[config.mk]
export PLATFORM = sky130hd
export DESIGN_NAME = riscv_multicyc
export DESIGN_NICKNAME = d
export VERILOG_FILES = /design/src/rtl/riscv_pkg.sv /design/src/rtl/alu.sv /design/src/rtl/register_file.sv /design/src/rtl/instr_decoder.sv /design/src/rtl/control_fsm.sv /design/src/rtl/datapath.sv /design/src/rtl/riscv_multicyc.sv
export VERILOG_INCLUDE_DIRS = /design/src /design/src/rtl
export SDC_FILE = /design/constraint.sdc
export NUM_CORES = 2
export LEC_CHECK = 0
export BUFFER_PORTS_ARGS = -buffer_cell sky130_fd_sc_hd__buf_4
export CAP_MARGIN = 20
export CORE_MARGIN = 2
export CORE_UTILIZATION = 25
export DETAILED_ROUTE_END_ITERATION = 8
export SLEW_MARGIN = 20
export SYNTH_ARGS = -nofsm -noshare
export SYNTH_HDL_FRONTEND = slang
export SYNTH_SLANG_ARGS = --single-unit
[constraint.sdc]
create_clock -name clk -period 5.1 [get_ports clk]
set_clock_uncertainty 0.15 [all_clocks]
set_input_delay 1.02 -clock clk [delete_from_list [all_inputs] [get_ports clk]]
set_output_delay 1.02 -clock clk [all_outputs]
set_load 0.02 [all_outputs]
[src/rtl/riscv_config.svh]
// build-time constants for the multicycle RV32I core
// data width, reset PC, register count and base opcode values
`ifndef RISCV_CONFIG_SVH
`define RISCV_CONFIG_SVH
`define RV_XLEN        32
`define RV_START_ADDR  32'h0000_0000
`define RV_NREGS       32
`define RV_OP_LUI      7'b0110111
`define RV_OP_AUIPC    7'b0010111
`define RV_OP_JAL      7'b1101111
`define RV_OP_JALR     7'b1100111
`define RV_OP_BR       7'b1100011
`define RV_OP_LOAD     7'b0000011
`define RV_OP_STORE    7'b0100011
`define RV_OP_IMM      7'b0010011
`define RV_OP_REG      7'b0110011
`endif

[src/rtl/riscv_pkg.sv]
// shared types of the multicycle core
// word and index types, ALU function codes, phase and select enums
`default_nettype none
`include "riscv_config.svh"

package riscv_pkg;
	typedef logic [`RV_XLEN-1:0] word_t;
	typedef logic [$clog2(`RV_NREGS)-1:0] reg_idx_t;

	// {sub or arithmetic shift, funct3}
	typedef logic [3:0] alu_fn_t;
	localparam alu_fn_t ALU_ADD = 4'b0000;
	localparam alu_fn_t ALU_SUB = 4'b1000;

	typedef enum logic [3:0] {
		CL_LUI, CL_AUIPC, CL_JAL, CL_JALR, CL_BRANCH,
		CL_LOAD, CL_STORE, CL_ALU, CL_NOP
	} instr_class_t;

	typedef enum logic [2:0] {
		PH_IF, PH_ID, PH_EX, PH_MEM, PH_EXU, PH_MEMU, PH_WB, PH_MEM_WAIT
	} phase_t;

	typedef enum logic [1:0] {PC_PLUS4, PC_BRANCH, PC_JAL, PC_JALR} pc_sel_t;
	typedef enum logic [1:0] {RS_ALU, RS_IMM, RS_PC, RS_LOAD} reg_src_t;
	// merged word for SB/SH, or the held word while waiting
	typedef enum logic [1:0] {MS_RS2, MS_MERGE, MS_HOLD} mem_src_t;
	typedef enum logic [1:0] {AS_PC, AS_ALU, AS_MAR} addr_sel_t;
endpackage

`default_nettype wire

[src/rtl/alu.sv]
// combinational ALU
// add, sub, shifts, signed and unsigned compare, logic operations
`timescale 1ns/100ps
`default_nettype none

module alu (
	input  wire riscv_pkg::alu_fn_t  fn,
	input  wire riscv_pkg::word_t    op_a,
	input  wire riscv_pkg::word_t    op_b,
	output riscv_pkg::word_t         y
);
	logic [4:0] shamt;

	assign shamt = op_b[4:0];

	always_comb begin
		case (fn[2:0])
			3'b000: y = fn[3] ? op_a - op_b : op_a + op_b;
			3'b001: y = op_a << shamt;
			3'b010: y = {31'b0, $signed(op_a) < $signed(op_b)};
			3'b011: y = {31'b0, op_a < op_b};
			3'b100: y = op_a ^ op_b;
			3'b101: begin
				if (fn[3])
					y = $signed(op_a) >>> shamt;
				else
					y = op_a >> shamt;
			end
			3'b110: y = op_a | op_b;
			default: y = op_a & op_b;
		endcase
	end
endmodule

`default_nettype wire

[src/rtl/register_file.sv]
// integer register file
// two asynchronous read ports, one synchronous write port, x0 reads zero
`timescale 1ns/100ps
`default_nettype none
`include "riscv_config.svh"

module register_file (
	input  wire                        clk,
	input  wire riscv_pkg::reg_idx_t   ra0,
	input  wire riscv_pkg::reg_idx_t   ra1,
	input  wire riscv_pkg::reg_idx_t   wa,
	input  wire                        we,
	input  wire riscv_pkg::word_t      wd,
	output riscv_pkg::word_t           rd0,
	output riscv_pkg::word_t           rd1
);
	riscv_pkg::word_t regs [`RV_NREGS];

	assign rd0 = (ra0 == '0) ? '0 : regs[ra0];
	assign rd1 = (ra1 == '0) ? '0 : regs[ra1];

	always_ff @(posedge clk) begin
		if (we && wa != '0)
			regs[wa] <= wd;
	end
endmodule

`default_nettype wire

[src/rtl/instr_decoder.sv]
// instruction decoder
// class, immediate and EX-phase ALU function of the latched instruction
`timescale 1ns/100ps
`default_nettype none
`include "riscv_config.svh"

module instr_decoder (
	input  wire riscv_pkg::word_t       instr,
	output riscv_pkg::instr_class_t     cls,
	output riscv_pkg::word_t            imm,
	output riscv_pkg::alu_fn_t          ex_fn,
	output logic                        store_sub,
	output logic                        br_taken_if_zero
);
	logic [6:0] opcode;
	logic [2:0] funct3;
	riscv_pkg::word_t imm_i, imm_s, imm_b, imm_u, imm_j;

	assign opcode = instr[6:0];
	assign funct3 = instr[14:12];

	assign imm_i = {{21{instr[31]}}, instr[30:20]};
	assign imm_s = {{21{instr[31]}}, instr[30:25], instr[11:7]};
	assign imm_b = {{20{instr[31]}}, instr[7], instr[30:25], instr[11:8], 1'b0};
	assign imm_u = {instr[31:12], 12'b0};
	assign imm_j = {{12{instr[31]}}, instr[19:12], instr[20], instr[30:21], 1'b0};

	// FENCE, SYSTEM and unknown opcodes fall to CL_NOP
	always_comb begin
		case (opcode)
			`RV_OP_LUI:              cls = riscv_pkg::CL_LUI;
			`RV_OP_AUIPC:            cls = riscv_pkg::CL_AUIPC;
			`RV_OP_JAL:              cls = riscv_pkg::CL_JAL;
			`RV_OP_JALR:             cls = riscv_pkg::CL_JALR;
			`RV_OP_BR:               cls = riscv_pkg::CL_BRANCH;
			`RV_OP_LOAD:             cls = riscv_pkg::CL_LOAD;
			`RV_OP_STORE:            cls = riscv_pkg::CL_STORE;
			`RV_OP_IMM, `RV_OP_REG:  cls = riscv_pkg::CL_ALU;
			default:                 cls = riscv_pkg::CL_NOP;
		endcase
	end

	always_comb begin
		case (cls)
			riscv_pkg::CL_LUI, riscv_pkg::CL_AUIPC: imm = imm_u;
			riscv_pkg::CL_JAL:                      imm = imm_j;
			riscv_pkg::CL_BRANCH:                   imm = imm_b;
			riscv_pkg::CL_STORE:                    imm = imm_s;
			riscv_pkg::CL_NOP:                      imm = '0;
			default:                                imm = imm_i;
		endcase
	end

	always_comb begin
		ex_fn = riscv_pkg::ALU_ADD;
		if (cls == riscv_pkg::CL_ALU) begin
			if (opcode == `RV_OP_REG)
				ex_fn = {instr[30], funct3};
			else
				ex_fn = {(funct3 == 3'b101) && instr[30], funct3};
		end else if (cls == riscv_pkg::CL_BRANCH) begin
			// BEQ/BNE subtract, the rest use slt or sltu
			ex_fn = funct3[2] ? {2'b00, 1'b1, funct3[1]} : riscv_pkg::ALU_SUB;
		end
	end

	assign store_sub = (cls == riscv_pkg::CL_STORE) && !funct3[1];
	// BEQ, BGE, BGEU taken on a zero compare result
	assign br_taken_if_zero = funct3[2] ? funct3[0] : !funct3[0];
endmodule

`default_nettype wire

[src/rtl/control_fsm.sv]
// control FSM of the multicycle core
// phase and return-phase registers, next phase and datapath strobes
`timescale 1ns/100ps
`default_nettype none

module control_fsm (
	input  wire                           clk,
	input  wire                           rst,
	input  wire riscv_pkg::instr_class_t  cls,
	input  wire                           store_sub,
	input  wire                           br_taken_if_zero,
	input  wire                           alu_nonzero,
	input  wire                           ready,
	output logic                          rd,
	output logic                          we,
	output logic                          pc_we,
	output riscv_pkg::pc_sel_t            pc_sel,
	output logic                          ir_we,
	output riscv_pkg::addr_sel_t          addr_sel,
	output riscv_pkg::mem_src_t           mem_src,
	output logic                          reg_we,
	output riscv_pkg::reg_src_t           reg_src,
	output logic                          alu_src_a,
	output logic                          alu_src_b,
	output logic                          alu_sel_ex
);
	riscv_pkg::phase_t phase, phase_n;
	riscv_pkg::phase_t ret, ret_n;
	logic ret_set;

	always_ff @(posedge clk) begin
		if (rst) begin
			phase <= riscv_pkg::PH_IF;
			ret <= riscv_pkg::PH_IF;
		end else begin
			phase <= phase_n;
			if (ret_set)
				ret <= ret_n;
		end
	end

	always_comb begin
		phase_n = phase;
		ret_n = riscv_pkg::PH_IF;
		ret_set = 1'b0;
		rd = 1'b0;
		we = 1'b0;
		pc_we = 1'b0;
		pc_sel = riscv_pkg::PC_PLUS4;
		ir_we = 1'b0;
		addr_sel = riscv_pkg::AS_PC;
		mem_src = riscv_pkg::MS_RS2;
		reg_we = 1'b0;
		reg_src = riscv_pkg::RS_ALU;
		alu_src_a = 1'b0;
		alu_src_b = 1'b0;
		alu_sel_ex = 1'b0;
		case (phase)
			riscv_pkg::PH_IF: begin
				rd = 1'b1;
				ir_we = ready;
				ret_n = riscv_pkg::PH_ID;
				ret_set = 1'b1;
				phase_n = ready ? riscv_pkg::PH_ID : riscv_pkg::PH_MEM_WAIT;
			end
			riscv_pkg::PH_ID: begin
				// pc += 4 while the ALU forms pc + imm
				pc_we = 1'b1;
				alu_src_a = 1'b1;
				alu_src_b = 1'b1;
				case (cls)
					riscv_pkg::CL_NOP: phase_n = riscv_pkg::PH_IF;
					riscv_pkg::CL_LUI, riscv_pkg::CL_AUIPC, riscv_pkg::CL_JAL:
						phase_n = riscv_pkg::PH_WB;
					default: phase_n = riscv_pkg::PH_EX;
				endcase
			end
			riscv_pkg::PH_EX: begin
				alu_sel_ex = 1'b1;
				alu_src_b = (cls != riscv_pkg::CL_BRANCH);
				if (cls == riscv_pkg::CL_LOAD || cls == riscv_pkg::CL_STORE)
					phase_n = riscv_pkg::PH_MEM;
				else
					phase_n = riscv_pkg::PH_WB;
			end
			riscv_pkg::PH_MEM: begin
				addr_sel = riscv_pkg::AS_ALU;
				// SB and SH read the word first
				if (cls == riscv_pkg::CL_LOAD || store_sub)
					rd = 1'b1;
				else
					we = 1'b1;
				if (cls == riscv_pkg::CL_LOAD)
					ret_n = riscv_pkg::PH_WB;
				else if (store_sub)
					ret_n = riscv_pkg::PH_EXU;
				ret_set = 1'b1;
				phase_n = ready ? ret_n : riscv_pkg::PH_MEM_WAIT;
			end
			riscv_pkg::PH_EXU: begin
				// lane merge into mwr, address recomputed
				addr_sel = riscv_pkg::AS_MAR;
				mem_src = riscv_pkg::MS_MERGE;
				alu_src_b = 1'b1;
				phase_n = riscv_pkg::PH_MEMU;
			end
			riscv_pkg::PH_MEMU: begin
				we = 1'b1;
				addr_sel = riscv_pkg::AS_ALU;
				mem_src = riscv_pkg::MS_HOLD;
				ret_set = 1'b1;
				phase_n = ready ? riscv_pkg::PH_IF : riscv_pkg::PH_MEM_WAIT;
			end
			riscv_pkg::PH_WB: begin
				phase_n = riscv_pkg::PH_IF;
				case (cls)
					riscv_pkg::CL_ALU, riscv_pkg::CL_AUIPC: reg_we = 1'b1;
					riscv_pkg::CL_LUI: begin
						reg_we = 1'b1;
						reg_src = riscv_pkg::RS_IMM;
					end
					riscv_pkg::CL_JAL, riscv_pkg::CL_JALR: begin
						reg_we = 1'b1;
						reg_src = riscv_pkg::RS_PC;
						pc_we = 1'b1;
						pc_sel = (cls == riscv_pkg::CL_JAL) ? riscv_pkg::PC_JAL
							: riscv_pkg::PC_JALR;
					end
					riscv_pkg::CL_BRANCH: begin
						pc_we = br_taken_if_zero ^ alu_nonzero;
						pc_sel = riscv_pkg::PC_BRANCH;
					end
					riscv_pkg::CL_LOAD: begin
						reg_we = 1'b1;
						reg_src = riscv_pkg::RS_LOAD;
					end
					default: ;
				endcase
			end
			riscv_pkg::PH_MEM_WAIT: begin
				addr_sel = riscv_pkg::AS_MAR;
				mem_src = riscv_pkg::MS_HOLD;
				ir_we = ready && (ret == riscv_pkg::PH_ID);
				if (ready)
					phase_n = ret;
			end
			default: phase_n = riscv_pkg::PH_IF;
		endcase
	end
endmodule

`default_nettype wire

[src/rtl/datapath.sv]
// datapath of the multicycle core
// PC, IR, operand and memory registers, muxes, load extraction, lane merge
`timescale 1ns/100ps
`default_nettype none
`include "riscv_config.svh"

module datapath (
	input  wire                         clk,
	input  wire                         rst,
	input  wire                         pc_we,
	input  wire riscv_pkg::pc_sel_t     pc_sel,
	input  wire                         ir_we,
	input  wire riscv_pkg::addr_sel_t   addr_sel,
	input  wire riscv_pkg::mem_src_t    mem_src,
	input  wire                         reg_we,
	input  wire riscv_pkg::reg_src_t    reg_src,
	input  wire                         alu_src_a,
	input  wire                         alu_src_b,
	input  wire                         alu_sel_ex,
	input  wire riscv_pkg::word_t       imm,
	input  wire riscv_pkg::alu_fn_t     ex_fn,
	input  wire riscv_pkg::word_t       spo,
	output riscv_pkg::word_t            instr,
	output riscv_pkg::word_t            a,
	output riscv_pkg::word_t            d,
	output logic                        alu_nonzero
);
	riscv_pkg::word_t pc, next_pc;
	riscv_pkg::word_t rs1_q, rs2_q, alu_out, alu_out2;
	riscv_pkg::word_t mar, mwr, mdr;
	riscv_pkg::word_t rs1_val, rs2_val, op_a, op_b, alu_y;
	riscv_pkg::word_t mem_addr, wdata, load_val, wb_data, store_merge;
	riscv_pkg::alu_fn_t fn;
	logic [7:0] ld_byte;
	logic [15:0] ld_half;
	logic reg_form;

	register_file u_rf (
		.clk(clk), .ra0(instr[19:15]), .ra1(instr[24:20]), .wa(instr[11:7]),
		.we(reg_we), .wd(wb_data), .rd0(rs1_val), .rd1(rs2_val)
	);

	// OP keeps rs2 in EX, opcode bits 5:4 are both set only there
	assign reg_form = alu_sel_ex && instr[5] && instr[4];
	assign op_a = alu_src_a ? pc : rs1_q;
	assign op_b = (alu_src_b && !reg_form) ? imm : rs2_q;
	assign fn = alu_sel_ex ? ex_fn : riscv_pkg::ALU_ADD;

	alu u_alu (.fn(fn), .op_a(op_a), .op_b(op_b), .y(alu_y));

	always_ff @(posedge clk) begin
		if (rst)
			pc <= `RV_START_ADDR;
		else if (pc_we)
			pc <= next_pc;
	end

	always_ff @(posedge clk) begin
		rs1_q <= rs1_val;
		rs2_q <= rs2_val;
		alu_out <= alu_y;
		alu_out2 <= alu_out;
		mar <= mem_addr;
		mwr <= wdata;
		mdr <= spo;
		if (ir_we)
			instr <= spo;
	end

	always_comb begin
		case (addr_sel)
			riscv_pkg::AS_ALU: mem_addr = alu_out;
			riscv_pkg::AS_MAR: mem_addr = mar;
			default:           mem_addr = pc;
		endcase
		case (pc_sel)
			riscv_pkg::PC_BRANCH: next_pc = alu_out2;
			riscv_pkg::PC_JAL:    next_pc = alu_out;
			riscv_pkg::PC_JALR:   next_pc = {alu_out[`RV_XLEN-1:1], 1'b0};
			default:              next_pc = pc + 32'd4;
		endcase
	end

	// little-endian lanes picked by the byte offset in mar
	always_comb begin
		ld_byte = mdr[{mar[1:0], 3'b000} +: 8];
		ld_half = mdr[{mar[1], 4'b0000} +: 16];
		case (instr[13:12])
			2'b00:   load_val = instr[14] ? {24'b0, ld_byte} : {{24{ld_byte[7]}}, ld_byte};
			2'b01:   load_val = instr[14] ? {16'b0, ld_half} : {{16{ld_half[15]}}, ld_half};
			default: load_val = mdr;
		endcase
		store_merge = mdr;
		if (instr[12])
			store_merge[{mar[1], 4'b0000} +: 16] = rs2_q[15:0];
		else
			store_merge[{mar[1:0], 3'b000} +: 8] = rs2_q[7:0];
	end

	always_comb begin
		case (mem_src)
			riscv_pkg::MS_MERGE: wdata = store_merge;
			riscv_pkg::MS_HOLD:  wdata = mwr;
			default:             wdata = rs2_val;
		endcase
		case (reg_src)
			riscv_pkg::RS_IMM:  wb_data = imm;
			riscv_pkg::RS_PC:   wb_data = pc;
			riscv_pkg::RS_LOAD: wb_data = load_val;
			default:            wb_data = alu_out;
		endcase
	end

	assign a = {mem_addr[`RV_XLEN-1:2], 2'b00};
	assign d = wdata;
	assign alu_nonzero = |alu_out;
endmodule

`default_nettype wire

[src/rtl/riscv_multicyc.sv]
// multicycle RV32I core top level
// decoder, control FSM and datapath on one shared memory port
`timescale 1ns/100ps
`default_nettype none

module riscv_multicyc (
	input  wire                     clk,
	input  wire                     rst,
	output riscv_pkg::word_t        a,
	output riscv_pkg::word_t        d,
	output logic                    we,
	output logic                    rd,
	input  wire riscv_pkg::word_t   spo,
	input  wire                     ready
);
	wire riscv_pkg::word_t instr;
	wire riscv_pkg::word_t imm;
	wire riscv_pkg::alu_fn_t ex_fn;
	wire riscv_pkg::instr_class_t cls;
	wire store_sub;
	wire br_taken_if_zero;
	wire alu_nonzero;
	wire pc_we;
	wire riscv_pkg::pc_sel_t pc_sel;
	wire ir_we;
	wire riscv_pkg::addr_sel_t addr_sel;
	wire riscv_pkg::mem_src_t mem_src;
	wire reg_we;
	wire riscv_pkg::reg_src_t reg_src;
	wire alu_src_a;
	wire alu_src_b;
	wire alu_sel_ex;

	instr_decoder u_decoder (
		.instr(instr), .cls(cls), .imm(imm), .ex_fn(ex_fn),
		.store_sub(store_sub), .br_taken_if_zero(br_taken_if_zero)
	);

	control_fsm u_ctrl (
		.clk(clk), .rst(rst), .cls(cls), .store_sub(store_sub),
		.br_taken_if_zero(br_taken_if_zero), .alu_nonzero(alu_nonzero), .ready(ready),
		.rd(rd), .we(we), .pc_we(pc_we), .pc_sel(pc_sel), .ir_we(ir_we),
		.addr_sel(addr_sel), .mem_src(mem_src), .reg_we(reg_we), .reg_src(reg_src),
		.alu_src_a(alu_src_a), .alu_src_b(alu_src_b), .alu_sel_ex(alu_sel_ex)
	);

	datapath u_dp (
		.clk(clk), .rst(rst), .pc_we(pc_we), .pc_sel(pc_sel), .ir_we(ir_we),
		.addr_sel(addr_sel), .mem_src(mem_src), .reg_we(reg_we), .reg_src(reg_src),
		.alu_src_a(alu_src_a), .alu_src_b(alu_src_b), .alu_sel_ex(alu_sel_ex),
		.imm(imm), .ex_fn(ex_fn), .spo(spo), .instr(instr), .a(a), .d(d),
		.alu_nonzero(alu_nonzero)
	);
endmodule

`default_nettype wire

==> qor.csv <==
stage,metric,value,unit
critical_path,"Req. time, crit path",3930,ps
timing,setup TNS,0,ps
flow_run,max-cap violations,0,
run_status,outcome,"complete, no violations",
synthesis,Unique masters post-synth,101,
finish,max reg flops,1024,
finish,final non-filler cell total,8837,
critical_path,"setup slack, reg-to-reg",100,ps
drt,# DRC,0,
drt,Iter 0 DRT Violations,6626,
synthesis,"FFs w/ async S/R, synth",0,%
critical_path,R2R cell count,19,
critical_path,Critical R2R Launch,u_dp.instr[3],
synthesis,post-synthesis instance total,4762,
timing,RSZ-0062 raised after global routing,yes,
synthesis,"Seq/Total Area, Yosys",53.9,%
critical_path,CP Max Fanout,9,
synthesis,Post-synth EDFFs,1058,
floorplan,die area,279000,sq um
grt,global-route wire length before repair,377000,um
drt,post-route ant nets,0,
placed_design,Post-DP HPWL,186000,um
floorplan,Initial Util,25.1,%
power,Pleak,27.7,nW
worst_hold_path,Worst Hold Launch,spo[31],
critical_path,R2R Path End,u_dp.alu_out[30],
synthesis,Mapped Area,68800,sq um
grt,largest net degree at the start of global routing,115,
clocking,maximum clock path buffer count,3,
clocking,worst skew pair latency,810,ps
worst_hold_path,WHS Endpoint,u_dp.mdr[31],
placed_design,gpl congestion,1.05,
clocking,TritonCTS Buffers,148,
synthesis,Ys Warns,0,
placed_design,cell count after placement,8541,
critical_path,Arrival @ worst endpoint,3920,ps
synthesis,synthesized area per cell,14.4,sq um
drt,drt pass-1 iters,6,
finish,"commonest non-fill, non-tap cell in the layout",edfxtp_1,
clocking,CTS tree,built,
grt,initial antenna violation count,16,
drt,vias,48693,
critical_path,most frequent CP cell,buf_4,
floorplan,Placeable Area,274000,sq um
clocking,Worst-path clk slew,60,ps
timing,crit path time final,5090,ps
finish,Layout Nets,5274,
grt,vias in the first global route,47938,
worst_hold_path,Worst Hold Path Cells,1,
critical_path,CP max stage cell,o21ai_1,
power,Peak supply drop,0.000402,V
finish,Largest Register,u_dp.u_rf.regs,
drt,Avg WL per Cell,30.6,um
clocking,Post-CTS Hold Buffers,0,
critical_path,Crit. End Element,output pin,
timing,fmax,197,MHz
critical_path,crit-path max cell delay,700,ps
critical_path,Setup CP Type,reg2out,
clocking,CTS H-tree depth,4,
floorplan,Die X-Extent,529,um
timing,Tightest Pin Transition,1010,ps
finish,synth-to-layout area growth,19.7,%
grt,total track usage,18.9,%
placed_design,port buffer count,98,
timing,Final Hold Viols,0,
timing,period utilization,99.8,%
power,Power Density,524,nW/um^2
finish,most frequent cells in the layout,"edfxtp_1 (1058), mux4_2 (647), buf_4 (522)",
timing,Max Slew Vio Count,0,
clocking,clock sinks,1323,
grt,grt ovf,0,
drt,detailed-route wire length,271000,um
worst_hold_path,hold crit path type,in2reg,
critical_path,crit path launch type,flop,
floorplan,Die H,529,um
clocking,Root Buffer,clkbuf_16,
synthesis,Post-synth top flop,edfxtp_1,
drt,vias per cell,5.51,
synthesis,count of state elements after synthesis,1323,
timing,Slew headroom,31.0,%
finish,layout cells sized above 1,30.6,%
floorplan,# rows,192,
timing,final setup violation count,0,
timing,worst hold slack,193,ps
floorplan,IO Count,101,
critical_path,CP Cell Sequence,buf_4 > ha_1 > clkinv_1 > nor4_2 > a221o_1 > a32oi_1 > o21ai_1 > buf_4,
-- where the power goes --
group          internal [mW]  leakage [nW]  switching, mW
Clock                   5.89          2.27           4.57
Sequential              13.7          11.8           1.04
Combinational           6.71          13.6           11.2
Total                   26.3          27.7           16.8
-- timing repair --
action | CTS | global route
endpoints found under the setup margin | 32 | 22
resized for setup | 52 | 51
cloned | 4 | 0
pin swaps | 2 | 18
setup buffers | 5 | 7
-- cells in the mapped netlist, types with 46 or more instances --
| library cell | count | area [sq um] |
|---|---|---|
| a21oi_1 | 201 | 1010 |
| a22oi_1 | 65 | 488 |
| buf_1 | 81 | 304 |
| clkbuf_1 | 249 | 935 |
| dfxtp_1 | 265 | 5310 |
| edfxtp_1 | 1058 | 31800 |
| ha_1 | 116 | 1450 |
| inv_1 | 106 | 398 |
| mux2i_1 | 257 | 2570 |
| mux4_2 | 647 | 14600 |
| nand2_1 | 306 | 1150 |
| nand3_1 | 46 | 230 |
| nor2_1 | 333 | 1250 |
| nor3_1 | 61 | 305 |
| o211ai_1 | 46 | 345 |
| o21ai_0 | 201 | 1010 |
-- per-layer routing --
layer / share of wire, % / track usage (%) / routed length [um]
met1: 39 / 24.1 / 105000
met2: 47 / 30.2 / 126000
met3: 8.4 / 3.40 / 22800
met4: 6.3 / 10.5 / 17100
met5: 0 / 0 / 0
-- logic make-up after synthesis --
logic type	count (synthesis)	synth area share, %
AOI/OAI and AO/OA	933	9.23
xor gates and xnor gates	32	0.407
adders and majority gates	118	2.17
buffers and inverters	519	3.17
DFF	1323	53.9
muxes	919	25.2
other	1	0.00545
and+or+nand+nor	917	5.94
-- critical path: cells and delay by family, from the launching register on --
kind	cells	cell delay, ps
AND/OR/NAND/NOR	1	450
flip-flops	1	640
adder cells (fa/ha/maj)	1	160
AO/OA/AOI/OAI	3	1030
buffers and inverters	3	810
-- area by class of cell --
type | instances | area (sq um)
inverters | 112 | 420
clock buffers | 194 | 4010
well taps | 3589 | 4490
repair buffers | 583 | 5130
diodes | 9 | 22.5
flip-flops and latches | 1323 | 37100
clock inverters | 74 | 672
multi-input cells | 2953 | 30500
fillers | 26972 | 191000
-- per-stage QoR --
| stage | setup WS (ps) | utilization, % | power (mW) | area (sq um) |
|---|---|---|---|---|
| after floorplan | 16.6 | - | 24.1 | 68900 |
| after CTS | -11.8 | 30.0 | 42.6 | 82000 |
| after detailed placement | -102 | 28.1 | 32.0 | 77000 |
| after global routing | -64.1 | 30.1 | 44.5 | 82300 |
| after global placement | -43.7 | 28.1 | 31.9 | 76900 |
| final | 11.4 | 30.1 | 43.2 | 82300 |
-- worst max-delay path by stage --
| stage | start | endpoint | cells after the start |
|---|---|---|---|
| after floorplan | u_dp.instr[3] | u_dp.alu_out[30] | 20 |
| after detailed placement | u_dp.instr[3] | u_dp.alu_out[30] | 19 |
| after global placement | u_dp.instr[3] | u_dp.alu_out[30] | 19 |
| after global routing | u_dp.instr[3] | u_dp.alu_out[19] | 22 |
| final | u_dp.mar[1] | d[30] | 8 |
| after CTS | flop | d[11] | 9 |
Power figures use the tool's default switching activity.
